===== src/rtl/relu_cfg_pkg.sv =====
`default_nettype none

package relu_cfg_pkg;

  // ----------------------------------------
  // Widths
  // ----------------------------------------

  // Matrix element width
  // Fixed, the packed request and response structs depend on it
  localparam int DATA_W = 32;

  // Linear element address width
  localparam int ADDR_W = 16;

  // Linear element address, row * NCols + col
  typedef logic [ADDR_W-1:0] addr_t;

  // ----------------------------------------
  // Element word
  // ----------------------------------------

  // Two's complement word split at the sign bit
  // mag keeps the low bits as stored, not an absolute value
  typedef struct packed {
    logic              sign;
    logic [DATA_W-2:0] mag;
  } elem_sm_t;

  // One matrix element
  // raw for storage and transport, sm where only the sign matters
  typedef union packed {
    logic [DATA_W-1:0] raw;
    elem_sm_t          sm;
  } elem_u;

endpackage

`default_nettype wire

===== src/rtl/relu_mem_pkg.sv =====
`default_nettype none

package relu_mem_pkg;

  import relu_cfg_pkg::*;

  // ----------------------------------------
  // Stream indices
  // ----------------------------------------

  // Two requesters per memory
  localparam int NUM_STREAMS = 2;

  // CPU owns stream 0 and wins every bank conflict
  localparam int STREAM_CPU = 0;

  // Engine owns stream 1 and waits on conflict
  localparam int STREAM_ENG = 1;

  // ----------------------------------------
  // Request and response
  // ----------------------------------------

  // One stream's request, 50 bits
  // Held unchanged by the requester until valid and ready meet
  typedef struct packed {
    logic  valid;
    logic  we;
    addr_t addr;
    elem_u wdata;
  } mem_req_t;

  // One stream's read response, 33 bits
  // valid is high for the cycle after the accepting edge
  typedef struct packed {
    logic  valid;
    elem_u rdata;
  } mem_rsp_t;

endpackage

`default_nettype wire


===== src/rtl/relu_cpu_port.sv =====
`timescale 1ns/1ps
`default_nettype none

module relu_cpu_port
  import relu_cfg_pkg::*;
  import relu_mem_pkg::*;
#(
  parameter int NRows = 4,
  parameter int NCols = 5
) (
  input  logic        clk,
  input  logic        rst_n,
  input  logic        cpu_x_we,
  input  logic        cpu_y_re,
  input  logic [31:0] cpu_x_row,
  input  logic [31:0] cpu_x_col,
  input  logic [31:0] cpu_y_row,
  input  logic [31:0] cpu_y_col,
  input  elem_u       cpu_x_wdata,
  output mem_req_t    x_req,
  output mem_req_t    y_req,
  input  logic        y_ready,
  input  mem_rsp_t    y_rsp,
  output elem_u       cpu_y_rdata,
  output logic        cpu_y_rvalid
);

  // Matrix must fit the linear address space
  if (NRows * NCols > (1 << ADDR_W)) begin : g_size_check
    $error("relu_cpu_port: NRows * NCols exceeds the address space");
  end

  // ----------------------------------------
  // Address decode
  // ----------------------------------------

  // Row major, wide product, then cut to the address width
  function automatic addr_t lin_addr(input logic [31:0] row, input logic [31:0] col);
    logic [63:0] full;
    full = (64'(row) * 64'(NCols)) + 64'(col);
    return full[ADDR_W-1:0];
  endfunction

  // X write goes straight out on the CPU stream, never stalled
  always_comb begin
    x_req.valid = cpu_x_we;
    x_req.we    = 1'b1;
    x_req.addr  = lin_addr(cpu_x_row, cpu_x_col);
    x_req.wdata = cpu_x_wdata;
  end

  // ----------------------------------------
  // Pending Y read
  // ----------------------------------------

  logic  pend_q;
  addr_t pend_addr_q;
  logic  take_re;

  // New strobe only when nothing is pending or returning
  assign take_re = cpu_y_re && !pend_q && !y_rsp.valid;

  always_ff @(posedge clk or negedge rst_n) begin
    if (!rst_n) begin
      pend_q <= 1'b0;
    end else if (take_re) begin
      pend_q <= 1'b1;
    end else if (pend_q && y_ready) begin
      pend_q <= 1'b0;
    end
  end

  // Address held with the pending flag
  always_ff @(posedge clk) begin
    if (take_re) begin
      pend_addr_q <= lin_addr(cpu_y_row, cpu_y_col);
    end
  end

  // Read request, held until the memory takes it
  always_comb begin
    y_req.valid = pend_q;
    y_req.we    = 1'b0;
    y_req.addr  = pend_addr_q;
    y_req.wdata = '0;
  end

  // ----------------------------------------
  // Result register
  // ----------------------------------------

  always_ff @(posedge clk or negedge rst_n) begin
    if (!rst_n) begin
      cpu_y_rvalid <= 1'b0;
    end else begin
      cpu_y_rvalid <= y_rsp.valid;
    end
  end

  // Data only moves with a response
  always_ff @(posedge clk) begin
    if (y_rsp.valid) begin
      cpu_y_rdata <= y_rsp.rdata;
    end
  end

endmodule

`default_nettype wire


===== config.mk =====
export PLATFORM = sky130hd
export DESIGN_NAME = relu_cpu_port
export DESIGN_NICKNAME = d
export VERILOG_FILES = /design/src/rtl/relu_cfg_pkg.sv /design/src/rtl/relu_mem_pkg.sv /design/src/rtl/relu_cpu_port.sv
export SDC_FILE = /design/constraint.sdc
export NUM_CORES = 1
export LEC_CHECK = 0
export ABC_CLOCK_PERIOD_IN_PS = 4100
export BUFFER_PORTS_ARGS = -buffer_cell sky130_fd_sc_hd__buf_2
export CORE_ASPECT_RATIO = 1.25
export CORE_MARGIN = 2
export CORE_UTILIZATION = 30
export CTS_CLUSTER_DIAMETER = 60
export CTS_CLUSTER_SIZE = 12
export DETAILED_ROUTE_END_ITERATION = 8
export PLACE_DENSITY = 0.68
export SETUP_SLACK_MARGIN = 0.3
export SLEW_MARGIN = 20
export SYNTH_ARGS = -nofsm -noshare
export SYNTH_HDL_FRONTEND = slang
export SYNTH_SLANG_ARGS = --single-unit

===== constraint.sdc =====
create_clock -name clk -period 4.1 [get_ports clk]
set_input_delay 0 -clock clk [delete_from_list [all_inputs] [get_ports clk]]
set_output_delay 0 -clock clk [all_outputs]
set_load 0.01 [all_outputs]

# Word-level counts from Yosys, hierarchy flattened
# Cells that the tools add are included.
[totals]
register_bits = 50
latchBits = 0
ramBits = 0
mem_bits_ro = 0
input_bits = 198
output_inout_bits = 133
wordCells = 16
memories = 0
[op_classes]
addsub = 2
mul = 2
div = 0
order_cmp = 0
n_eq_ne = 0
shifts = 0
muxes = 2
n_bitwise = 0
n_reduce_logical = 6
[op_table]
columns = ["operator", "n"]
rows = [
  ["$mul 32x3->16 const B", 2],
  ["$add 16x16->16", 2],
  ["$logic_and 1x1->1", 3],
  ["$logic_not 1->1", 2],
  ["$mux 1", 2],
  ["$reduce_bool 2->1", 1],
]

# Longest topological paths before layout
# Gate-level depths: netlist (run 1).
[depth]
word_depth = 4
depth_mapped = 11
ltp_nobuf = 10

# Worst setup path after synthesis (run 1)
# Ideal clock, no wire load.
[synth_timing]
path_kind = "input-to-reg"
from = "input port cpu_y_row[6]"
to = "register pend_addr_q[15], data pin"
setup_ns = 0.258
arrival_time_ns = 2.239
t_required_ns = 3.842
slack_ns = 1.603
cell_stages = 10
path_cell_list = "ha_1 inv_1 fa_1 inv_1 ha_1 and2_4 a221o_1 a221oi_2 a21oi_2 xnor2_1"
[synth_via]
elab_chain_len = 2
[synth_rtl]
columns = ["item", "line", "rtl"]
rows = [
  ["start, declared", "relu_cpu_port.sv:17", "input logic [31:0] cpu_y_row,"],
  ["$mul 32x3->16", "relu_cpu_port.sv:40", "full = (64'(row) * 64'(NCols)) + 64'(col);"],
  ["$add 16x16->16", "relu_cpu_port.sv:40", ""],
  ["end signal, assigned", "relu_cpu_port.sv:76", "pend_addr_q <= lin_addr(cpu_y_row, cpu_y_col);"],
  ["end, declared", "relu_cpu_port.sv:57", "addr_t pend_addr_q;"],
]
# Every way passes these cells.
# A chain may end at the register's enable or synchronous reset.

==> results.sh, run 1 <==
export IMPL_slew_viol_final=0
export IMPL_ys_seq_area_share_pct=31.3
export IMPL_cts_buffers=5
export IMPL_cts_tree="built"
export IMPL_slowest_stage="fa_1"
export IMPL_design_area_mm2=0.00599
export IMPL_crit_required_ps=4100
export IMPL_synth_largest_area_cell="edfxtp_1"
export IMPL_max_cap_violations=0
export IMPL_die_x_um=117
export IMPL_ys_seq_elements=50
export IMPL_setup_tns_ps=0
export IMPL_finalHoldViolCount=0
export IMPL_min_from="cpu_x_wdata[7]"
export IMPL_highest_layer="met5"
export IMPL_slowest_delay_ps=460
export IMPL_drc=0
export IMPL_die_h_um=145
export IMPL_cp_end_kind="output pin"
export IMPL_netlist_top_cells_area="edfxtp_1 30%, ha_1 16%, fa_1 11%"
export IMPL_grt_setup_unrepaired="no"
export IMPL_pin_count=331
export IMPL_drtIter0Drc=58
export IMPL_skew_ps=1.44
export IMPL_ys_warnings_count=0
export IMPL_slew_headroom_pct=53.2
export IMPL_dp_hpwl_um=8370
export IMPL_crit_chain="buf_2 > ha_1 > fa_1 > ha_1 > a211o_1 > a21oi_2 > a21oi_2 > a2111oi_0 > o2bb2ai_1 > buf_2"
export IMPL_syn_area_mm2=0.00477
export IMPL_wl_per_cell_um=11.5
export IMPL_worst_hold_path_type="primary input to output pin"
export IMPL_grt_start_max_net_pins=35
export IMPL_avgSynthCellArea_um2=9.77
export IMPL_root_buffer="clkbuf_16"
export IMPL_netlist_area_leader_share_pct=30.2
export IMPL_p_leak_nw=3.08
export IMPL_clkSinkCount=50
export IMPL_wl_met3_um=1030
export IMPL_max_vdd_ir_drop_mv=0.163
export IMPL_r2r_end="pend_addr_q[2]$_DFFE_PP_"
export IMPL_placed_area_mm2=0.00547
export IMPL_grt_pass1_vias=3563
export IMPL_fmax_ghz=0.382
export IMPL_start_util_pct=30.6
export IMPL_criticalPathCategory="primary input to output pin"
export IMPL_wl_met2_um=5270
export IMPL_totalWireLength_um=10000
export IMPL_nets=940
export IMPL_fp_coreArea_mm2=0.0156
export IMPL_drive_above_1_share_pct=27.7
export IMPL_critical_path_top_delay_family="compound AO/OA/AOI/OAI gates"
export IMPL_syn2layout_area_growth_pct=25.5
export IMPL_fillCellCount=1587
export IMPL_yosysUniqueCellTypes=48
export IMPL_cp_depth=10
export IMPL_synth_async_sr_flop_share_pct=4.00
export IMPL_finalSetupViolCount=0
export IMPL_vias_per_cell=4.20
export IMPL_die_area_mm2=0.0169
export IMPL_worst_r2r_cell_count=2
export IMPL_r2r_start="pend_q$_DFFE_PN0P_"
export IMPL_arrival_ps=2620
export IMPL_tightest_slew_ps=701
export IMPL_fin_crit_ps=2620
export IMPL_grt_overflow_total=0
export IMPL_ctsHtreeMaxLevel=2
export IMPL_critPathLaunchType="primary input"
export IMPL_powerDensity_mw_per_mm2=357
export IMPL_crit_path_max_fanout=6
export IMPL_num_rows=51
export IMPL_ys_flop_type="edfxtp_1"
export IMPL_ant_nets=0
export IMPL_regArea_mm2=0.00149
export IMPL_synth_edf_count=48
export IMPL_hold_depth=0
export IMPL_antenna_found_initial=3
export IMPL_postCtsSetupBuffers=0
export IMPL_vias=3663
export IMPL_io_buffers=166
export IMPL_min_to="x_req[7]"
export IMPL_clockBufferDepth=2
export IMPL_finalCritPeriodShare_pct=63.8
export IMPL_grt_usage_pct=11.6
export IMPL_run_status="complete, no violations"
export IMPL_path_buf_inv=2
export IMPL_firstDrtPassIters=4
export IMPL_met1_length_um=3490
export IMPL_clk_insertion_delay_late_ps=280
export IMPL_netlist_instances=488
export IMPL_grt_pass1_wl_um=16000
export IMPL_gp_congestion=0.831
export IMPL_multi_input_area_mm2=0.00244
export IMPL_r2r_setup_slack_ps=2960
[cells in the final DEF, fill, tap and decap left out, types with 4 or more instances in the layout]
master / instances
inv_1: 117
a211oi_1: 4
nand2_1: 10
xor2_1: 10
fa_1: 26
nor2_1: 16
conb_1: 34
dlygate4sd3_1: 34
clkbuf_16: 5
nor3_1: 4
a21o_1: 5
ha_1: 60
a21oi_1: 21
o21ai_0: 17
buf_2: 166
nand3_1: 8
edfxtp_1: 48
xnor2_1: 18
[cell usage after synthesis (2+ instances only)]
master     number
inv_1         117
buf_4          68
ha_1           60
edfxtp_1       48
fa_1           26
a21oi_1        21
xnor2_1        18
o21ai_0        17
nor2_1         16
nand2_1        10
xor2_1         10
nand3_1         8
a21o_1          5
a211oi_1        4
clkbuf_1        4
nor3_1          4
a2111oi_0       3
a21oi_2         3
a31oi_1         3
nor2b_1         3
o211ai_1        3
and3_1          2
conb_1          2
dfrtp_1         2
nand4_1         2
nor3b_1         2
nor4_1          2
o21a_1          2
o21bai_1        2
o22ai_1         2
o31ai_1         2
[worst max path at each step]
stage	startpoint	end	slack (ps)
3_5_place_dp	cpu_y_row[8]	pend_addr_q[15]$_DFFE_PP_	1250
3_3_place_gp	cpu_y_row[7]	pend_addr_q[15]$_DFFE_PP_	1290
4_1_cts	cpu_x_row[1]	x_req[47]	1470
2_1_floorplan	cpu_y_row[6]	pend_addr_q[15]$_DFFE_PP_	1600
5_1_grt	cpu_x_row[10]	x_req[47]	1270
6_report	cpu_x_row[1]	x_req[47]	1480
[layout make-up]
type / count / share of cell area (%)
sequential: 50 / 24.9
inverter: 117 / 7.34
clock inverter: 2 / 0.627
multi-input combinational: 281 / 40.7
clock buffer: 6 / 2.15
antenna: 3 / 0.125
timing repair buffer: 201 / 19.7
tap: 212 / 4.43
[stage by stage]
| step | setup WS [ps] | hold WS, ps | power, W | cells | utilization, % |
|---|---|---|---|---|---|
| after floorplan | 1600 | -296 | 0.00143 | 520 | - |
| after global placement | 1290 | -209 | 0.00166 | 827 | 35.1 |
| after detailed placement | 1250 | -205 | 0.00168 | 827 | 35.1 |
| after CTS | 1470 | 0.0686 | 0.00216 | 869 | 38.4 |
| after global routing | 1270 | 0.0151 | 0.00232 | 870 | 38.4 |
| final | 1480 | 0.00393 | 0.00214 | 872 | 38.4 |
[kinds of logic (layout without fill, tap and decap cells)]
| logic type | Yosys count | in the layout | synth area share [%] |
|---|---|---|---|
| flops | 50 | 50 | 31.3 |
| mux | 1 | 1 | 0.210 |
| fa+ha+maj | 86 | 86 | 26.7 |
| simple gates | 54 | 54 | 5.56 |
| other cells | 2 | 37 | 0.157 |
| compound gates | 78 | 78 | 10.8 |
| buf+inv | 189 | 326 | 20.2 |
| xor+xnor | 28 | 28 | 5.14 |
[registers in the layout, indices dropped and copies added (netlist names)]
name          count
cpu_y_rdata      32
pend_addr_q      16
cpu_y_rvalid      1
pend_q            1
[repair_timing]
action	CTS	global route
hold buffers	34	0
endpoints found under the setup margin	0	0
resized for setup	0	0
endpoints found under the hold margin	35	0
[routing by layer]
layer | global-route usage, % | vias to the layer above
met4 | 3.94 | 2
met5 | 0 | -
met2 | 23.5 | 160
met1 | 10.4 | 1644
li1 | - | 1837
met3 | 3.47 | 20
[where the power goes]
group / internal (W) / switching [W]
registers: 0.000637 / 0.0000113
clock network: 0.000287 / 0.000158
logic: 0.000459 / 0.000583
total: 0.00138 / 0.000753
Note: power is estimated with default switching activity, not from simulation.
==> run 2: changes to the inputs <==
ABC_CLOCK_PERIOD_IN_PS = 2190   (was 4100)
PLACE_DENSITY = 0.71   (was 0.68)
clock period = 2.19 ns   (was 4.1 ns; I/O delays follow)
==> results.sh, run 2 (synthesis results as in run 1) <==
export IMPL_run_status="finished, violations left"
export IMPL_failed_checks="negative setup slack"
export IMPL_grt_start_max_net_pins=20
export IMPL_grt_pass1_vias=4206
export IMPL_firstDrtPassIters=4
export IMPL_grt_overflow_total=0
export IMPL_n_antenna_cell=0
export IMPL_drive_above_1_share_pct=48.3
export IMPL_r2r_setup_slack_ps=1020
export IMPL_largest_register="cpu_y_rdata"
export IMPL_dp_hpwl_um=9200
export IMPL_nets=1004
export IMPL_setup_ws_ps=-91.7
export IMPL_max_vdd_ir_drop_mv=0.397
export IMPL_clk_insertion_delay_late_ps=280
export IMPL_skew_ps=3.74
export IMPL_grt_usage_pct=13.6
export IMPL_grt_setup_unrepaired="yes"
export IMPL_fp_coreArea_mm2=0.0156
export IMPL_finalCritPeriodShare_pct=104
export IMPL_r2r_start="pend_q$_DFFE_PN0P_"
export IMPL_min_to="x_req[22]"
export IMPL_largest_register_ffs=32
export IMPL_drtIter0Drc=73
export IMPL_die_x_um=117
export IMPL_criticalPathCategory="primary input to output pin"
export IMPL_dp_slack_ps=-314
export IMPL_r2r_end="pend_addr_q[6]$_DFFE_PP_"
export IMPL_crit_required_ps=2190
export IMPL_crit_chain="buf_2 > ha_1 > inv_1 > fa_1 > inv_1 > ha_4 > a21o_1 > nand3_1 > a31oi_2 > a211oi_2 > o2bb2ai_1 > buf_2"
export IMPL_final_cells=933
export IMPL_placed_cells=877
export IMPL_root_buffer="clkbuf_16"
export IMPL_drc=0
export IMPL_clockBufferDepth=2
export IMPL_cp_end_kind="output pin"
export IMPL_critPathLaunchType="primary input"
export IMPL_gp_congestion=0.842
export IMPL_vias_per_cell=4.26
export IMPL_totalWireLength_um=11900
export IMPL_slew_viol_final=0
export IMPL_p_comb_share_pct=61.1
export IMPL_io_buffers=166
export IMPL_num_rows=51
export IMPL_p_int_w=0.00320
export IMPL_pin_count=331
export IMPL_ctsHtreeMaxLevel=2
export IMPL_fmax_ghz=0.438
export IMPL_fin_crit_ps=2280
export IMPL_worst_hold_path_type="primary input to output pin"
export IMPL_die_area_mm2=0.0169
export IMPL_wl_per_cell_um=12.7
export IMPL_power_switching_w=0.00184
export IMPL_crit_path_max_fanout=4
export IMPL_worst_r2r_cell_count=2
export IMPL_hold_depth=0
export IMPL_min_from="cpu_x_wdata[22]"
export IMPL_slowest_delay_ps=490
export IMPL_p_sw_share_pct=36.5
export IMPL_setup_tns_ps=-282
export IMPL_mostFrequentLayoutCells="152 x buf_2, 101 x inv_1, 55 x buf_4, 48 x edfxtp_1, 34 x conb_1"
export IMPL_largestRegisters="cpu_y_rdata (32), pend_addr_q (16)"
export IMPL_fin_util_pct=47.5
export IMPL_seqPwrFrac_pct=24.1
export IMPL_antenna_found_initial=1
export IMPL_syn2layout_area_growth_pct=55.1
export IMPL_clkSinkCount=50
export IMPL_max_cap_violations=0
export IMPL_vias=3979
export IMPL_slowest_stage="fa_1"
export IMPL_arrival_ps=2280
export IMPL_powerDensity_mw_per_mm2=683
export IMPL_finalSetupViolCount=6
export IMPL_ant_nets=0
export IMPL_finalHoldViolCount=0
export IMPL_grt_pass1_wl_um=18600
export IMPL_layout_commonest_cell="buf_2"
export IMPL_cts_buffers=5
export IMPL_cts_tree="built"
export IMPL_p_leak_nw=3.48
export IMPL_die_h_um=145
export IMPL_start_util_pct=30.6
export IMPL_pwr_share_clk_pct=14.8
[run 2: changes by cell type in the layout (fill, tap and decap cells not counted), sizes merged]
| cell | before | now |
|---|---|---|
| buf | 167 | 232 |
| bufinv | 1 | 0 |
| clkinvlp | 1 | 2 |
| diode | 3 | 0 |
| dlygate4sd3 | 34 | 33 |
[run 2: worst max path at each step]
stage            startpoint                   endpoint  cells after the start  slack [ps]
3_3_place_gp   cpu_y_row[9]  pend_addr_q[15]$_DFFE_PP_                     11        -320
5_1_grt        cpu_x_row[9]                  x_req[47]                     12        -190
2_1_floorplan  cpu_y_row[9]  pend_addr_q[15]$_DFFE_PP_                     10        -100
6_report       cpu_x_row[8]                  x_req[47]                     12         -90
4_1_cts        cpu_x_row[2]                  x_req[45]                     12        -130
3_5_place_dp   cpu_y_row[9]  pend_addr_q[15]$_DFFE_PP_                     11        -310
[run 2: power groups by stage]
stage,combinational (W),sequential [W],clock (W)
2_1_floorplan,0.00168,0.00128,0
3_3_place_gp,0.00242,0.00124,0
3_5_place_dp,0.00247,0.00124,0
4_1_cts,0.00283,0.00122,0.000764
5_1_grt,0.00340,0.00123,0.000798
6_report,0.00309,0.00122,0.000745
[run 2: cell type report]
cell class                      count  area (µm²)
Inverter                          117         439
Timing Repair Buffer              265        1810
Clock buffer                        6         129
Tap cell                          212         265
Clock inverter                      2        15.0
Fill cell                        1434        8180
Multi-Input combinational cell    281        3250
Sequential cell                    50        1490
[run 2: metrics by stage]
step / instance area (µm²) / hold WS, ps / total power, W
after floorplan: 5320 / -296 / 0.00296
after global placement: 6250 / -210 / 0.00365
after detailed placement: 6250 / -211 / 0.00370
after CTS: 7140 / 0.0686 / 0.00481
after global routing: 7390 / 0.0150 / 0.00542
final: 7390 / 0.00392 / 0.00505
[run 2: timing repair]
item,in CTS,in global routing
endpoints found under the setup margin,19,20
hold endpoints to repair,34,0
hold buffers,33,0
gates cloned,0,0
gates resized for setup,83,43
pin swaps,44,29
setup buffers,7,8
[run 2: routing by layer]
metal  track usage [%]  part of all wire [%]  vias to the layer above
li1                  -                     -                     1969
met5                 0                     0                        -
met3              3.43                   8.6                       18
met4              4.35                   1.9                        0
met1              12.7                    34                     1842
met2              27.3                    56                      150
[run 2: critical path, delay by kind of cell]
family          cells  cell delay [ps]
compound gates      4              750
simple gates        1              140
fa+ha+maj           3             1010
buf+inv             4              390
