==> config.mk <==
export PLATFORM = sky130hd
export DESIGN_NAME = relu_engine
export DESIGN_NICKNAME = d
export VERILOG_FILES = /design/src/rtl/relu_cfg_pkg.sv /design/src/rtl/relu_mem_pkg.sv /design/src/rtl/relu_engine.sv
export SDC_FILE = /design/constraint.sdc
export NUM_CORES = 1
export LEC_CHECK = 0
export ABC_AREA = 1
export BUFFER_PORTS_ARGS = -buffer_cell sky130_fd_sc_hd__clkbuf_2
export CORE_UTILIZATION = 25
export CTS_CLUSTER_SIZE = 30
export DETAILED_ROUTE_END_ITERATION = 8
export PLACE_DENSITY = 0.52
export SLEW_MARGIN = 10
export SYNTH_ARGS = -nofsm -noshare
export SYNTH_HDL_FRONTEND = slang
export SYNTH_SLANG_ARGS = --single-unit
==> constraint.sdc <==
create_clock -name clk -period 1.9 [get_ports clk]
set_input_delay 0.19 -clock clk [delete_from_list [all_inputs] [get_ports clk]]
set_output_delay 0.19 -clock clk [all_outputs]
set_load 0.02 [all_outputs]
==> src/rtl/relu_cfg_pkg.sv <==
`default_nettype none

package relu_cfg_pkg;

  // ----------------------------------------
  // Widths
  // ----------------------------------------

  // Matrix element width
  // Fixed, the packed request and response structs depend on it
  localparam int DATA_W = 32;

  // Linear element address width
  localparam int ADDR_W = 16;

  // Linear element address, row * NCols + col
  typedef logic [ADDR_W-1:0] addr_t;

  // ----------------------------------------
  // Element word
  // ----------------------------------------

  // Two's complement word split at the sign bit
  // mag keeps the low bits as stored, not an absolute value
  typedef struct packed {
    logic              sign;
    logic [DATA_W-2:0] mag;
  } elem_sm_t;

  // One matrix element
  // raw for storage and transport, sm where only the sign matters
  typedef union packed {
    logic [DATA_W-1:0] raw;
    elem_sm_t          sm;
  } elem_u;

endpackage

`default_nettype wire
==> src/rtl/relu_mem_pkg.sv <==
`default_nettype none

package relu_mem_pkg;

  import relu_cfg_pkg::*;

  // ----------------------------------------
  // Stream indices
  // ----------------------------------------

  // Two requesters per memory
  localparam int NUM_STREAMS = 2;

  // CPU owns stream 0 and wins every bank conflict
  localparam int STREAM_CPU = 0;

  // Engine owns stream 1 and waits on conflict
  localparam int STREAM_ENG = 1;

  // ----------------------------------------
  // Request and response
  // ----------------------------------------

  // One stream's request, 50 bits
  // Held unchanged by the requester until valid and ready meet
  typedef struct packed {
    logic  valid;
    logic  we;
    addr_t addr;
    elem_u wdata;
  } mem_req_t;

  // One stream's read response, 33 bits
  // valid is high for the cycle after the accepting edge
  typedef struct packed {
    logic  valid;
    elem_u rdata;
  } mem_rsp_t;

endpackage

`default_nettype wire

==> src/rtl/relu_engine.sv <==
`timescale 1ns/1ps
`default_nettype none

module relu_engine
  import relu_cfg_pkg::*;
  import relu_mem_pkg::*;
#(
  parameter int NRows = 4,
  parameter int NCols = 5
) (
  input  logic     clk,
  input  logic     rst_n,
  input  logic     start,
  output logic     busy,
  output logic     done,
  output mem_req_t x_req,
  output mem_req_t y_req,
  input  logic     x_ready,
  input  logic     y_ready,
  input  mem_rsp_t x_rsp
);

  // Index of the final element in a run
  localparam addr_t LAST = addr_t'(NRows * NCols - 1);

  typedef enum logic [1:0] {
    IDLE,
    READ,
    WAIT,
    WRITE
  } state_e;

  state_e state_q;
  addr_t  idx_q;
  addr_t  addr_q;
  elem_u  word_q;
  elem_u  relu_word;

  // ----------------------------------------
  // ReLU
  // ----------------------------------------

  // Negative words clamp to zero, everything else passes
  always_comb begin
    relu_word.raw = word_q.sm.sign ? '0 : word_q.raw;
  end

  // ----------------------------------------
  // Requests
  // ----------------------------------------

  // X read in READ, Y write in WRITE, both held while ready is low
  always_comb begin
    x_req       = '0;
    x_req.valid = (state_q == READ);
    x_req.addr  = idx_q;

    y_req       = '0;
    y_req.valid = (state_q == WRITE);
    y_req.we    = 1'b1;
    y_req.addr  = addr_q;
    y_req.wdata = relu_word;
  end

  // ----------------------------------------
  // FSM
  // ----------------------------------------

  always_ff @(posedge clk or negedge rst_n) begin
    if (!rst_n) begin
      state_q <= IDLE;
      idx_q   <= '0;
      busy    <= 1'b0;
      done    <= 1'b0;
    end else begin
      // done is a single-cycle pulse
      done <= 1'b0;
      case (state_q)
        IDLE: begin
          // start while busy never reaches here
          if (start) begin
            idx_q   <= '0;
            busy    <= 1'b1;
            state_q <= READ;
          end
        end
        READ: begin
          if (x_ready) begin
            state_q <= WAIT;
          end
        end
        WAIT: begin
          if (x_rsp.valid) begin
            state_q <= WRITE;
          end
        end
        WRITE: begin
          if (y_ready) begin
            if (idx_q == LAST) begin
              busy    <= 1'b0;
              done    <= 1'b1;
              state_q <= IDLE;
            end else begin
              idx_q   <= idx_q + 1'b1;
              state_q <= READ;
            end
          end
        end
        default: state_q <= IDLE;
      endcase
    end
  end

  // Address and word of the element in flight
  always_ff @(posedge clk) begin
    if (state_q == READ && x_ready) begin
      addr_q <= idx_q;
    end
    if (state_q == WAIT && x_rsp.valid) begin
      word_q <= x_rsp.rdata;
    end
  end

endmodule

`default_nettype wire

# After elaboration in Yosys (flattened, before gate mapping)
# Index checks and enable logic that the tools add are counted.
word_totals:
  out_inout_bits: 102
  word_cells: 42
  regBits: 68
op_classes:
  reduce_logical: 7
  n_eq_ne: 10
  add_sub_neg: 1
  muxes: 18
ops:
  columns: ["cell", "n"]
  rows:
  - ["16-bit two-way mux", 3]
  - ["16-bit one-hot mux with 2 select lines", 1]
  - ["31-bit two-way mux", 1]
  - ["16-bit by 1-bit adder with 16-bit output, second input constant", 1]
  - ["16-bit by 5-bit equality test with 1-bit output, second input constant", 1]
  - ["4-bit AND reduction", 3]
  - ["2-bit two-way mux", 4]
  - ["2-bit one-hot mux with 4 select lines", 1]
  - ["1-bit two-way mux", 7]
  - ["2-bit by 1-bit inequality test with 1-bit output, second input constant", 3]
  - ["2-bit inequality test, second input constant", 3]
  - ["2-bit equality test, second input constant", 2]
  - ["2-bit by 1-bit equality test with 1-bit output, second input constant", 1]
  - ["1-bit logical AND", 2]
  - ["2-bit logical NOT", 1]
  - ["1-bit one-hot mux with 2 select lines", 1]
  - ["2-bit nonzero test", 1]

# Depth between registers and ports, before layout
# Gate-level depths: netlist of run 1.
depth:
  ltp_word: 4
  ltp_mapped: 10
  mapped_depth_nobuf: 10

# Least setup slack after synthesis of run 1
# Ideal clock, no wire load.
synth_path:
  path_type: "register to register"
  startpoint: "reg state_q[0]"
  endpoint: "reg word_q[0] (netlist name) (enable)"
  required_time_ps: 1513
  arrival_time_ps: 1326
  path_stages_with_launch: 5
  path_buffers: 0
  slack_ps: 187
  setup_ps: 387
  period_less_slack_ps: 1713
  path_cell_list: "dfrtp_1 inv_1 ha_1 nand2_1 inv_1"
synth_between:
  elab_chain_cells: 2
synth_lines:
  columns: ["element", "line_no", "rtl"]
  rows:
  - ["start, declared", "relu_engine.sv:33", "state_e state_q;"]
  - ["start signal, assigned", "relu_engine.sv:71", "state_q <= IDLE;"]
  - ["start signal, assigned", "relu_engine.sv:84", "state_q <= READ;"]
  - ["start signal, assigned", "relu_engine.sv:89", "state_q <= WAIT;"]
  - ["2-bit equality test", "relu_engine.sv:119", "if (state_q == WAIT && x_rsp.valid) begin"]
  - ["1-bit logical AND", "relu_engine.sv:119", null]
  - ["end signal, assigned", "relu_engine.sv:120", "word_q <= x_rsp.rdata;"]
  - ["end, declared", "relu_engine.sv:36", "elem_u word_q;"]
# No other way between the ends.
# A chain may end at the register's enable or synchronous reset.

==> results of run 1 <==
==> worst max path at each step <==
stage                                       from                   end  slack [ns]  depth (start not counted)
after floorplan           state_q[0]$_DFFE_PN0P_   word_q[0]$_DFFE_PP_        0.19                          4
after global placement      idx_q[0]$_DFFE_PN0P_  idx_q[5]$_DFFE_PN0P_        0.24                          8
after detailed placement    idx_q[1]$_DFFE_PN0P_  idx_q[6]$_DFFE_PN0P_        0.15                          8
after CTS                   word_q[31]$_DFFE_PP_             y_req[12]        0.07                          2
after global routing        idx_q[1]$_DFFE_PN0P_  idx_q[6]$_DFFE_PN0P_        0.05                          8
final                       word_q[31]$_DFFE_PP_              y_req[6]        0.20                          3
==> cells by family (layout without fill, tap and decap cells) <==
kind of cell	after synthesis	count (layout)	share of synthesized area
DFF	68	68	0.581
buffers and inverters	96	186	0.152
xor gates and xnor gates	1	1	0.00262
AOI/OAI and AO/OA	25	25	0.0525
other	2	35	0.00225
adders and majority gates	5	5	0.0187
and+or+nand+nor	151	151	0.191
==> metal layers <==
layer  GRT usage  share of wire
met1       0.145           0.45
met5           0              0
met2       0.183           0.45
met3      0.0392          0.077
met4      0.0617          0.018
==> sequential cells by signal, indices dropped and copies added (netlist names) <==
signal	cells
addr_q	16
state_q	2
busy	1
idx_q	16
done	1
word_q	32
==> critical path, cell delays in order, from the launching register on <==
cell	delay [ns]
edfxtp_1	0.63
buf_6	0.27
nor2_1	0.11
clkbuf_2	0.17
==> area by class of cell <==
class / instances / area (um2)
Multi-Input combinational cell: 217 / 1020
Clock inverter: 1 / 5.00
Tap cell: 172 / 215
Fill cell: 1359 / 8520
Sequential cell: 68 / 1940
Clock buffer: 15 / 289
Inverter: 55 / 206
Timing Repair Buffer: 115 / 622
==> report_power, final <==
| group | internal, mW | switching (mW) | total (mW) |
|---|---|---|---|
| registers | 1.86 | 0.114 | 1.98 |
| logic | 0.415 | 1.04 | 1.46 |
| clock network | 1.03 | 0.598 | 1.63 |
| total | 3.31 | 1.75 | 5.06 |
==> synthesized netlist by cell type <==
master    count  share of area
a21oi_1       2         0.0030
a31oi_1       1         0.0019
buf_4        35          0.079
buf_6         2         0.0067
clkbuf_1      4         0.0045
conb_1        2         0.0022
dfrtp_1      20           0.15
edfxtp_1     48           0.43
ha_1          5          0.019
inv_1        53          0.060
inv_2         2         0.0022
nand2_1      60          0.067
nand2_4       1         0.0034
nand3_1      13          0.019
nand3_2       1         0.0030
nand3b_1      3         0.0067
nand4_1       5         0.0094
nor2_1       63          0.071
nor2_2        3         0.0056
nor2_4        1         0.0034
nor3_1        1         0.0015
o21ai_0       9          0.013
o21ai_1       1         0.0015
o21ai_2       6          0.016
o21bai_1      4         0.0090
o22ai_1       1         0.0019
o22ai_4       1         0.0060
xor2_1        1         0.0026
==> repair_timing <==
action	in CTS	in global routing
endpoints found under the hold margin	20	0
hold buffers	1	0
gates resized for setup	0	1
buffers inserted	0	1
setup endpoints to repair	0	27
==> results.cfg, run 1 <==
[outcome]
outcome = complete, no violations

[clocking]
insertion_delay_ns = 0.33
cts-root-buf = clkbuf_16
path_clk_slew_ns = 0.05
htree_levels = 3
numClockSinks = 68
cts_tree = built
cts_made_buffers = 9
clockBufferDepth = 2

[setup_path]
critPathLaunchType = flip-flop
worstReg2RegEnd = idx_q[6]$_DFFE_PN0P_
crit_fanout = 17
reg2reg_slack_ns = 0.21
worstSetupPathType = flip-flop to output port
cp-end-kind = output port
r2r_cells = 8
reg2reg_from = idx_q[1]$_DFFE_PN0P_
cp.arrival_ns = 1.51
required_ns = 1.71

[place]
place.gp.congestion = 0.810
post-place-ws_ns = 0.149
numPortBuffers = 104
dp_hpwl_mm = 5.87
dp_cells = 625
place_area_mm2 = 0.00398

[floorplanning]
start_util = 0.260
io_pins = 140
die_x_um = 118
die_h_um = 118
core_area_mm2 = 0.0128
die-area_mm2 = 0.0138
rows = 41

[sta]
slew_violations = 0
worst_slew_pin_slew_ns = 0.575
hold_viol = 0
slew_headroom = 0.617
rsz0062_at_grt = false
setup_viol = 0
skew_ns = 0.00654
timing.final.crit_share = 0.895
fin_tns_setup_ns = 0
fin_hold_ws_ns = 0.0335
min_period_ns = 1.70
layout_setup_ws_ns = 0.199
timing.fmax_ghz = 0.588

[global_routing]
grt_use_total = 0.118
grt_first_pass_wirelength_mm = 12.4
antenna_found_initial = 0
overflow = 0
grt_pass1_vias = 2442
grt_max_degree = 33

[routing]
drt-wirelength-per-cell_um = 12.3
dr.pass1.iters = 4
antenna_left = 0
initialDrtViolationCount = 153
vias_per_cell = 3.97
drt_drc_violations_left = 0
drt-total-wl_mm = 7.94
vias = 2550

[synthesis]
ys_types = 28
syn_avg_cell_area_um2 = 9.60
yosysSeqAreaShare = 0.581
synth_cells = 348
netlist_area_mm2 = 0.00334
synth-seq-cells = 68
yosysWarnings = 0

[cells_and_area]
layoutNonFillerInstCount = 643
fin_nets = 509
area_delta_synth_final_pct = 28.8
final_util = 0.336
final_area_mm2 = 0.00430
diodes = 0
final_common_cell = clkbuf_2
drive_above_1_share = 0.301
final_cell_mix = clkbuf_2, nor2_1, nand2_1

[worst_hold_path]
min-delay-path-class = input pin to flip-flop
worstHoldStart = x_rsp[7]
hold_depth = 1
holdPathEnd = word_q[7]$_DFFE_PP_

[job]
drv_cap = 0

[pwr]
ir_drop_v = 0.000405
p_total_mw = 5.06
leakage_nw = 2.04
pwr_density_cell_mw_per_mm2 = 1180
Note: power is estimated with default switching activity, not from simulation.
==> run 2: changes to the inputs <==
==> constraint.sdc (replaced) <==
create_clock -name clk -period 1.9 [get_ports clk]
set_input_delay 0 -clock clk [delete_from_list [all_inputs] [get_ports clk]]
set_output_delay 0 -clock clk [all_outputs]
set_load 0.02 [all_outputs]
==> run 2 against run 1 <==
Die area is the same. Count of clock-buffer cells in the layout did not move. Via count grew 4.9%. Routed wire length rose by 4.3%. Register-to-register slack hardly changed. Sequential power about the same. Cell area grew 7.4%. First-iteration DRC count is 4.6% lower. Cell count is 5.0% higher. Non-clock buffer count grew 32.
==> results.cfg, run 2 (synthesis gave the netlist of run 1 again) <==
[setup_path]
crit_buf_inv = 1
crit_family = simple AND/OR/NAND/NOR gates
cp.arrival_ns = 1.89
cpPeakStageDelay_ns = 0.43
critPathSlowestCell = dfrtp_1
path_cells = ha_1, nand2_1, nor2_1, nand3_2, nand2_8, inv_2, nand2_1, o21ai_0
cp-end-kind = flip-flop
required_ns = 2.11
critPathLaunchType = flip-flop
worstSetupPathType = flip-flop to flip-flop
cpMostUsedCell = nand2_1
crit_fanout = 22

[cells_and_area]
fillerInstances = 1316
drive_above_1_share = 0.280
diodes = 0
largestRegisters = word_q: 32 flops, addr_q: 16 flops, idx_q: 16 flops
final_cell_mix = clkbuf_2, nor2_1, nand2_1
final_area_mm2 = 0.00462
area_delta_synth_final_pct = 38.4
largest_reg_flops = 32
fin_nets = 541
largest_register = word_q
final_common_cell = clkbuf_2

[routing]
initialDrtViolationCount = 146
drt_drc_violations_left = 0
drt-wirelength-per-cell_um = 12.3
antenna_left = 0
vias = 2674
dr.pass1.iters = 4
vias_per_cell = 3.96
drt-total-wl_mm = 8.28

[global_routing]
use_met3 = 0.0363
met1_usage = 0.150
grt_first_pass_wirelength_mm = 13.2
grt_use_total = 0.124
grt_pass1_vias = 2631
top_usage_layer = met2
met2_usage = 0.198
antenna_found_initial = 0
overflow = 0
grt_max_degree = 33

[floorplanning]
die_h_um = 118
die-area_mm2 = 0.0138
start_util = 0.260
die_x_um = 118
rows = 41
core_area_mm2 = 0.0128
io_pins = 140

[place]
place_area_mm2 = 0.00398
dp_hpwl_mm = 5.87
numPortBuffers = 104
place.gp.congestion = 0.810

[clocking]
clockBufferDepth = 2
path_clk_slew_ns = 0.06
cts_tree = built
htree_levels = 3
cts-root-buf = clkbuf_16
insertion_delay_ns = 0.33
cts_made_buffers = 9
numClockSinks = 68
cts_setup_buffers = 0

[outcome]
outcome = complete, no violations

[pwr]
pwr_density_cell_mw_per_mm2 = 1110
leakage_nw = 2.17
ir_drop_v = 0.000405

[sta]
hold_viol = 0
skew_ns = 0.00656
timing.fmax_ghz = 0.593
timing.final.crit_share = 0.887
slew_violations = 0
setup_viol = 0
worst_slew_pin_slew_ns = 0.957
rsz0062_at_grt = false
min_period_ns = 1.69
slew_headroom = 0.362
fin_tns_setup_ns = 0

[job]
drv_cap = 0

[worst_hold_path]
min-delay-path-class = input pin to flip-flop
[run 2: cell types whose count changed in the layout (fill, tap and decap cells not counted), sizes merged]
cell         change
buf              -1
dlygate4sd3     +33
[run 2: metrics by stage]
step           cells  power [mW]  hold slack (ns)  utilization  setup WS [ns]
3_3_place_gp     625        3.43           0.0136        0.310          0.240
6_report         675        5.12           0.0815        0.360          0.214
5_1_grt          675        5.43            0.115        0.360         0.0541
2_1_floorplan    381        3.09           -0.296            -          0.187
3_5_place_dp     625        3.46           0.0236        0.310          0.149
4_1_cts          675        5.19           0.0852        0.360          0.134
[run 2: repair_timing]
action,in CTS,in global routing
hold buffers,34,0
endpoints found under the hold margin,53,0
setup endpoints to repair,0,1
resized for setup,0,1
[run 2: power by group]
part,internal (mW),switching [mW],total (mW)
sequential,1.86,0.122,1.98
clock,1.03,0.599,1.63
combinational,0.455,1.05,1.50
total,3.35,1.77,5.12
[run 2: final timing paths]
kind	slack [ns]	cells past startpoint	startpoint	to
setup / recovery	0.21	8	idx_q[1]$_DFFE_PN0P_	idx_q[6]$_DFFE_PN0P_
hold / removal	0.08	4	start	busy$_DFFE_PN0P_
setup reg to reg	0.21	8	idx_q[1]$_DFFE_PN0P_	idx_q[6]$_DFFE_PN0P_
hold reg to reg	0.51	2	busy$_DFFE_PN0P_	busy$_DFFE_PN0P_
max in group asynchronous	1.32	2	rst_n	state_q[1]$_DFFE_PN0P_
min in group asynchronous	0.19	2	rst_n	idx_q[10]$_DFFE_PN0P_
[run 2: final cells by class]
class                           instances  area, um2  area share
Multi-Input combinational cell        217       1020       0.221
Tap cell                              172        215      0.0466
Sequential cell                        68       1940       0.420
Clock inverter                          1       5.00     0.00108
Inverter                               55        206      0.0447
Timing Repair Buffer                  147        941       0.204
Clock buffer                           15        289      0.0625
[run 2: routing by layer]
metal,share of wire,up-vias
li1,-,1333
met1,0.46,1222
met2,0.46,105
met3,0.066,14
met4,0.021,0
met5,0,-
[run 2: worst reg2reg max path: cells and delay by family (launching register included)]
kind	cells	cell delay, ns
DFF	1	0.43
AOI/OAI and AO/OA	1	0.08
adders and majority gates	1	0.26
and+or+nand+nor	5	0.70
buffers and inverters	1	0.10
==> run 3: changes to the inputs <==
CORE_ASPECT_RATIO = 1.1   (was default)
CORE_UTILIZATION = 30   (was 25)
PLACE_DENSITY = 0.59   (was 0.52)
==> run 3 against run 2 <==
Sequential power hardly changed. Non-clock buffer count down 1. Routed wire length decreased by 9.0%. Register-to-register slack worse by 0.03 ns. Critical path depth unchanged. Largest cell class unchanged. Fmax decreased by 2.0%. Cell area decreased by 1.0%. Via count increased by 0.37%. Clock power barely moved.
==> results.cfg, run 3 (synthesis gave the netlist of run 1 again) <==
[outcome]
outcome = complete, no violations

[pwr]
p_seq_frac = 0.391
power.share.clock = 0.315
ir_drop_v = 0.000498
p_int_mw = 3.33
sw_frac_of_total = 0.344
leakage_nw = 2.16
combinationalPowerShare = 0.294
p_sw_mw = 1.75
pwr_density_cell_mw_per_mm2 = 1110

[clocking]
insertion_delay_ns = 0.33
cts-root-buf = clkbuf_16
numClockSinks = 68
htree_levels = 3
path_clk_slew_ns = 0.06
clockBufferDepth = 2
cts_made_buffers = 9
cts_tree = built
cts_setup_buffers = 0

[floorplanning]
die-area_mm2 = 0.0116
die_x_um = 103
io_pins = 140
rows = 40
core_area_mm2 = 0.0109
die_h_um = 113
start_util = 0.307

[cells_and_area]
drive_above_1_share = 0.281
largestRegisters = word_q: 32 flops, addr_q: 16 flops, idx_q: 16 flops
final_common_cell = clkbuf_2
fin_nets = 540
final_cell_mix = clkbuf_2, nor2_1, nand2_1
area_delta_synth_final_pct = 37.0
fillerInstances = 1065
diodes = 0
largest_register = word_q
largest_reg_flops = 32

[setup_path]
cp-end-kind = flip-flop
path_cells = ha_1, nand2_1, nor2_1, nand3_2, nand2_8, inv_2, nand2_1, o21ai_0
cp.depth = 8
critPathLaunchType = flip-flop
worstSetupPathType = flip-flop to flip-flop
cp.arrival_ns = 1.93
critPathSlowestCell = dfrtp_1
crit_buf_inv = 1
r2r_cells = 8
crit_family = simple AND/OR/NAND/NOR gates
required_ns = 2.11
cpMostUsedCell = nand2_1
crit_fanout = 22
cpPeakStageDelay_ns = 0.43

[routing]
initialDrtViolationCount = 81
drt-total-wl_mm = 7.53
vias = 2684
vias_per_cell = 4.14
drt-wirelength-per-cell_um = 11.6
drt_drc_violations_left = 0
dr.pass1.iters = 4
antenna_left = 0

[global_routing]
antenna_found_initial = 0
grt_max_degree = 33
overflow = 0
grt_use_total = 0.133
grt_pass1_vias = 2580
grt_first_pass_wirelength_mm = 11.6

[sta]
fin_tns_setup_ns = 0
layout_setup_ws_ns = 0.179
setup_viol = 0
worst_slew_pin_slew_ns = 0.954
slew_violations = 0
min_period_ns = 1.72
slew_headroom = 0.364
skew_ns = 0.00600
timing.fmax_ghz = 0.581
rsz0062_at_grt = false
timing.final.crit_share = 0.906
hold_viol = 0

[place]
place.gp.congestion = 0.907
post-place-ws_ns = 0.155
numPortBuffers = 104
dp_hpwl_mm = 5.34

[job]
drv_cap = 0

[worst_hold_path]
min-delay-path-class = input pin to flip-flop
hold_depth = 4
-- run 3: final cells by class --
class	instances	area [um2]	area share
multi-input cells	217	1020	0.224
repair buffers	146	933	0.204
clock inverters	5	52.6	0.0115
inverters	55	206	0.0451
flip-flops and latches	68	1940	0.425
well taps	147	184	0.0402
clock buffers	11	233	0.0509
-- run 3: power groups by stage --
stage,combinational [mW],clock (mW),sequential [mW]
final,1.49,1.60,1.99
after global routing,1.66,1.69,2.01
after CTS,1.49,1.64,1.99
after detailed placement,1.42,0,2.02
after global placement,1.40,0,2.01
after floorplan,0.972,0,2.12
-- run 3: worst paths after layout --
check                                         end            startpoint  slack [ns]
hold / removal                   busy$_DFFE_PN0P_                 start        0.05
min in group asynchronous   idx_q[14]$_DFFE_PN0P_                 rst_n        0.19
setup reg to reg             idx_q[4]$_DFFE_PN0P_  idx_q[1]$_DFFE_PN0P_        0.18
setup / recovery             idx_q[4]$_DFFE_PN0P_  idx_q[1]$_DFFE_PN0P_        0.18
max in group asynchronous  state_q[0]$_DFFE_PN0P_                 rst_n        1.35
hold reg to reg                  busy$_DFFE_PN0P_      busy$_DFFE_PN0P_        0.53
-- run 3: metrics by stage --
| step | util | power, mW | cell area (um2) | hold WS [ns] | instances |
|---|---|---|---|---|---|
| after floorplan | - | 3.09 | 3460 | -0.296 | 381 |
| after global placement | 0.363 | 3.40 | 3940 | 0.00570 | 599 |
| after detailed placement | 0.363 | 3.44 | 3940 | 0.0105 | 599 |
| after CTS | 0.420 | 5.12 | 4570 | 0.0515 | 649 |
| after global routing | 0.421 | 5.37 | 4570 | 0.0845 | 649 |
| final | 0.421 | 5.08 | 4570 | 0.0531 | 649 |
-- run 3: per-layer routing --
layer | part of all wire | up-vias | GRT usage
li1 | - | 1339 | -
met1 | 0.40 | 1248 | 0.142
met2 | 0.52 | 87 | 0.238
met3 | 0.062 | 10 | 0.0330
met4 | 0.017 | 0 | 0.0638
met5 | 0 | - | 0
-- run 3: tightest hold or removal path, stage by stage --
cell,delay (ns)
clkbuf_2,0.10
o22ai_4,0.08
nor2_1,0.11
a21oi_1,0.05
-- run 3: repair_timing --
| item | CTS | global route |
|---|---|---|
| gates resized for setup | 0 | 1 |
| endpoints found under the setup margin | 0 | 3 |
| endpoints found under the hold margin | 53 | 0 |
| hold buffers | 34 | 0 |
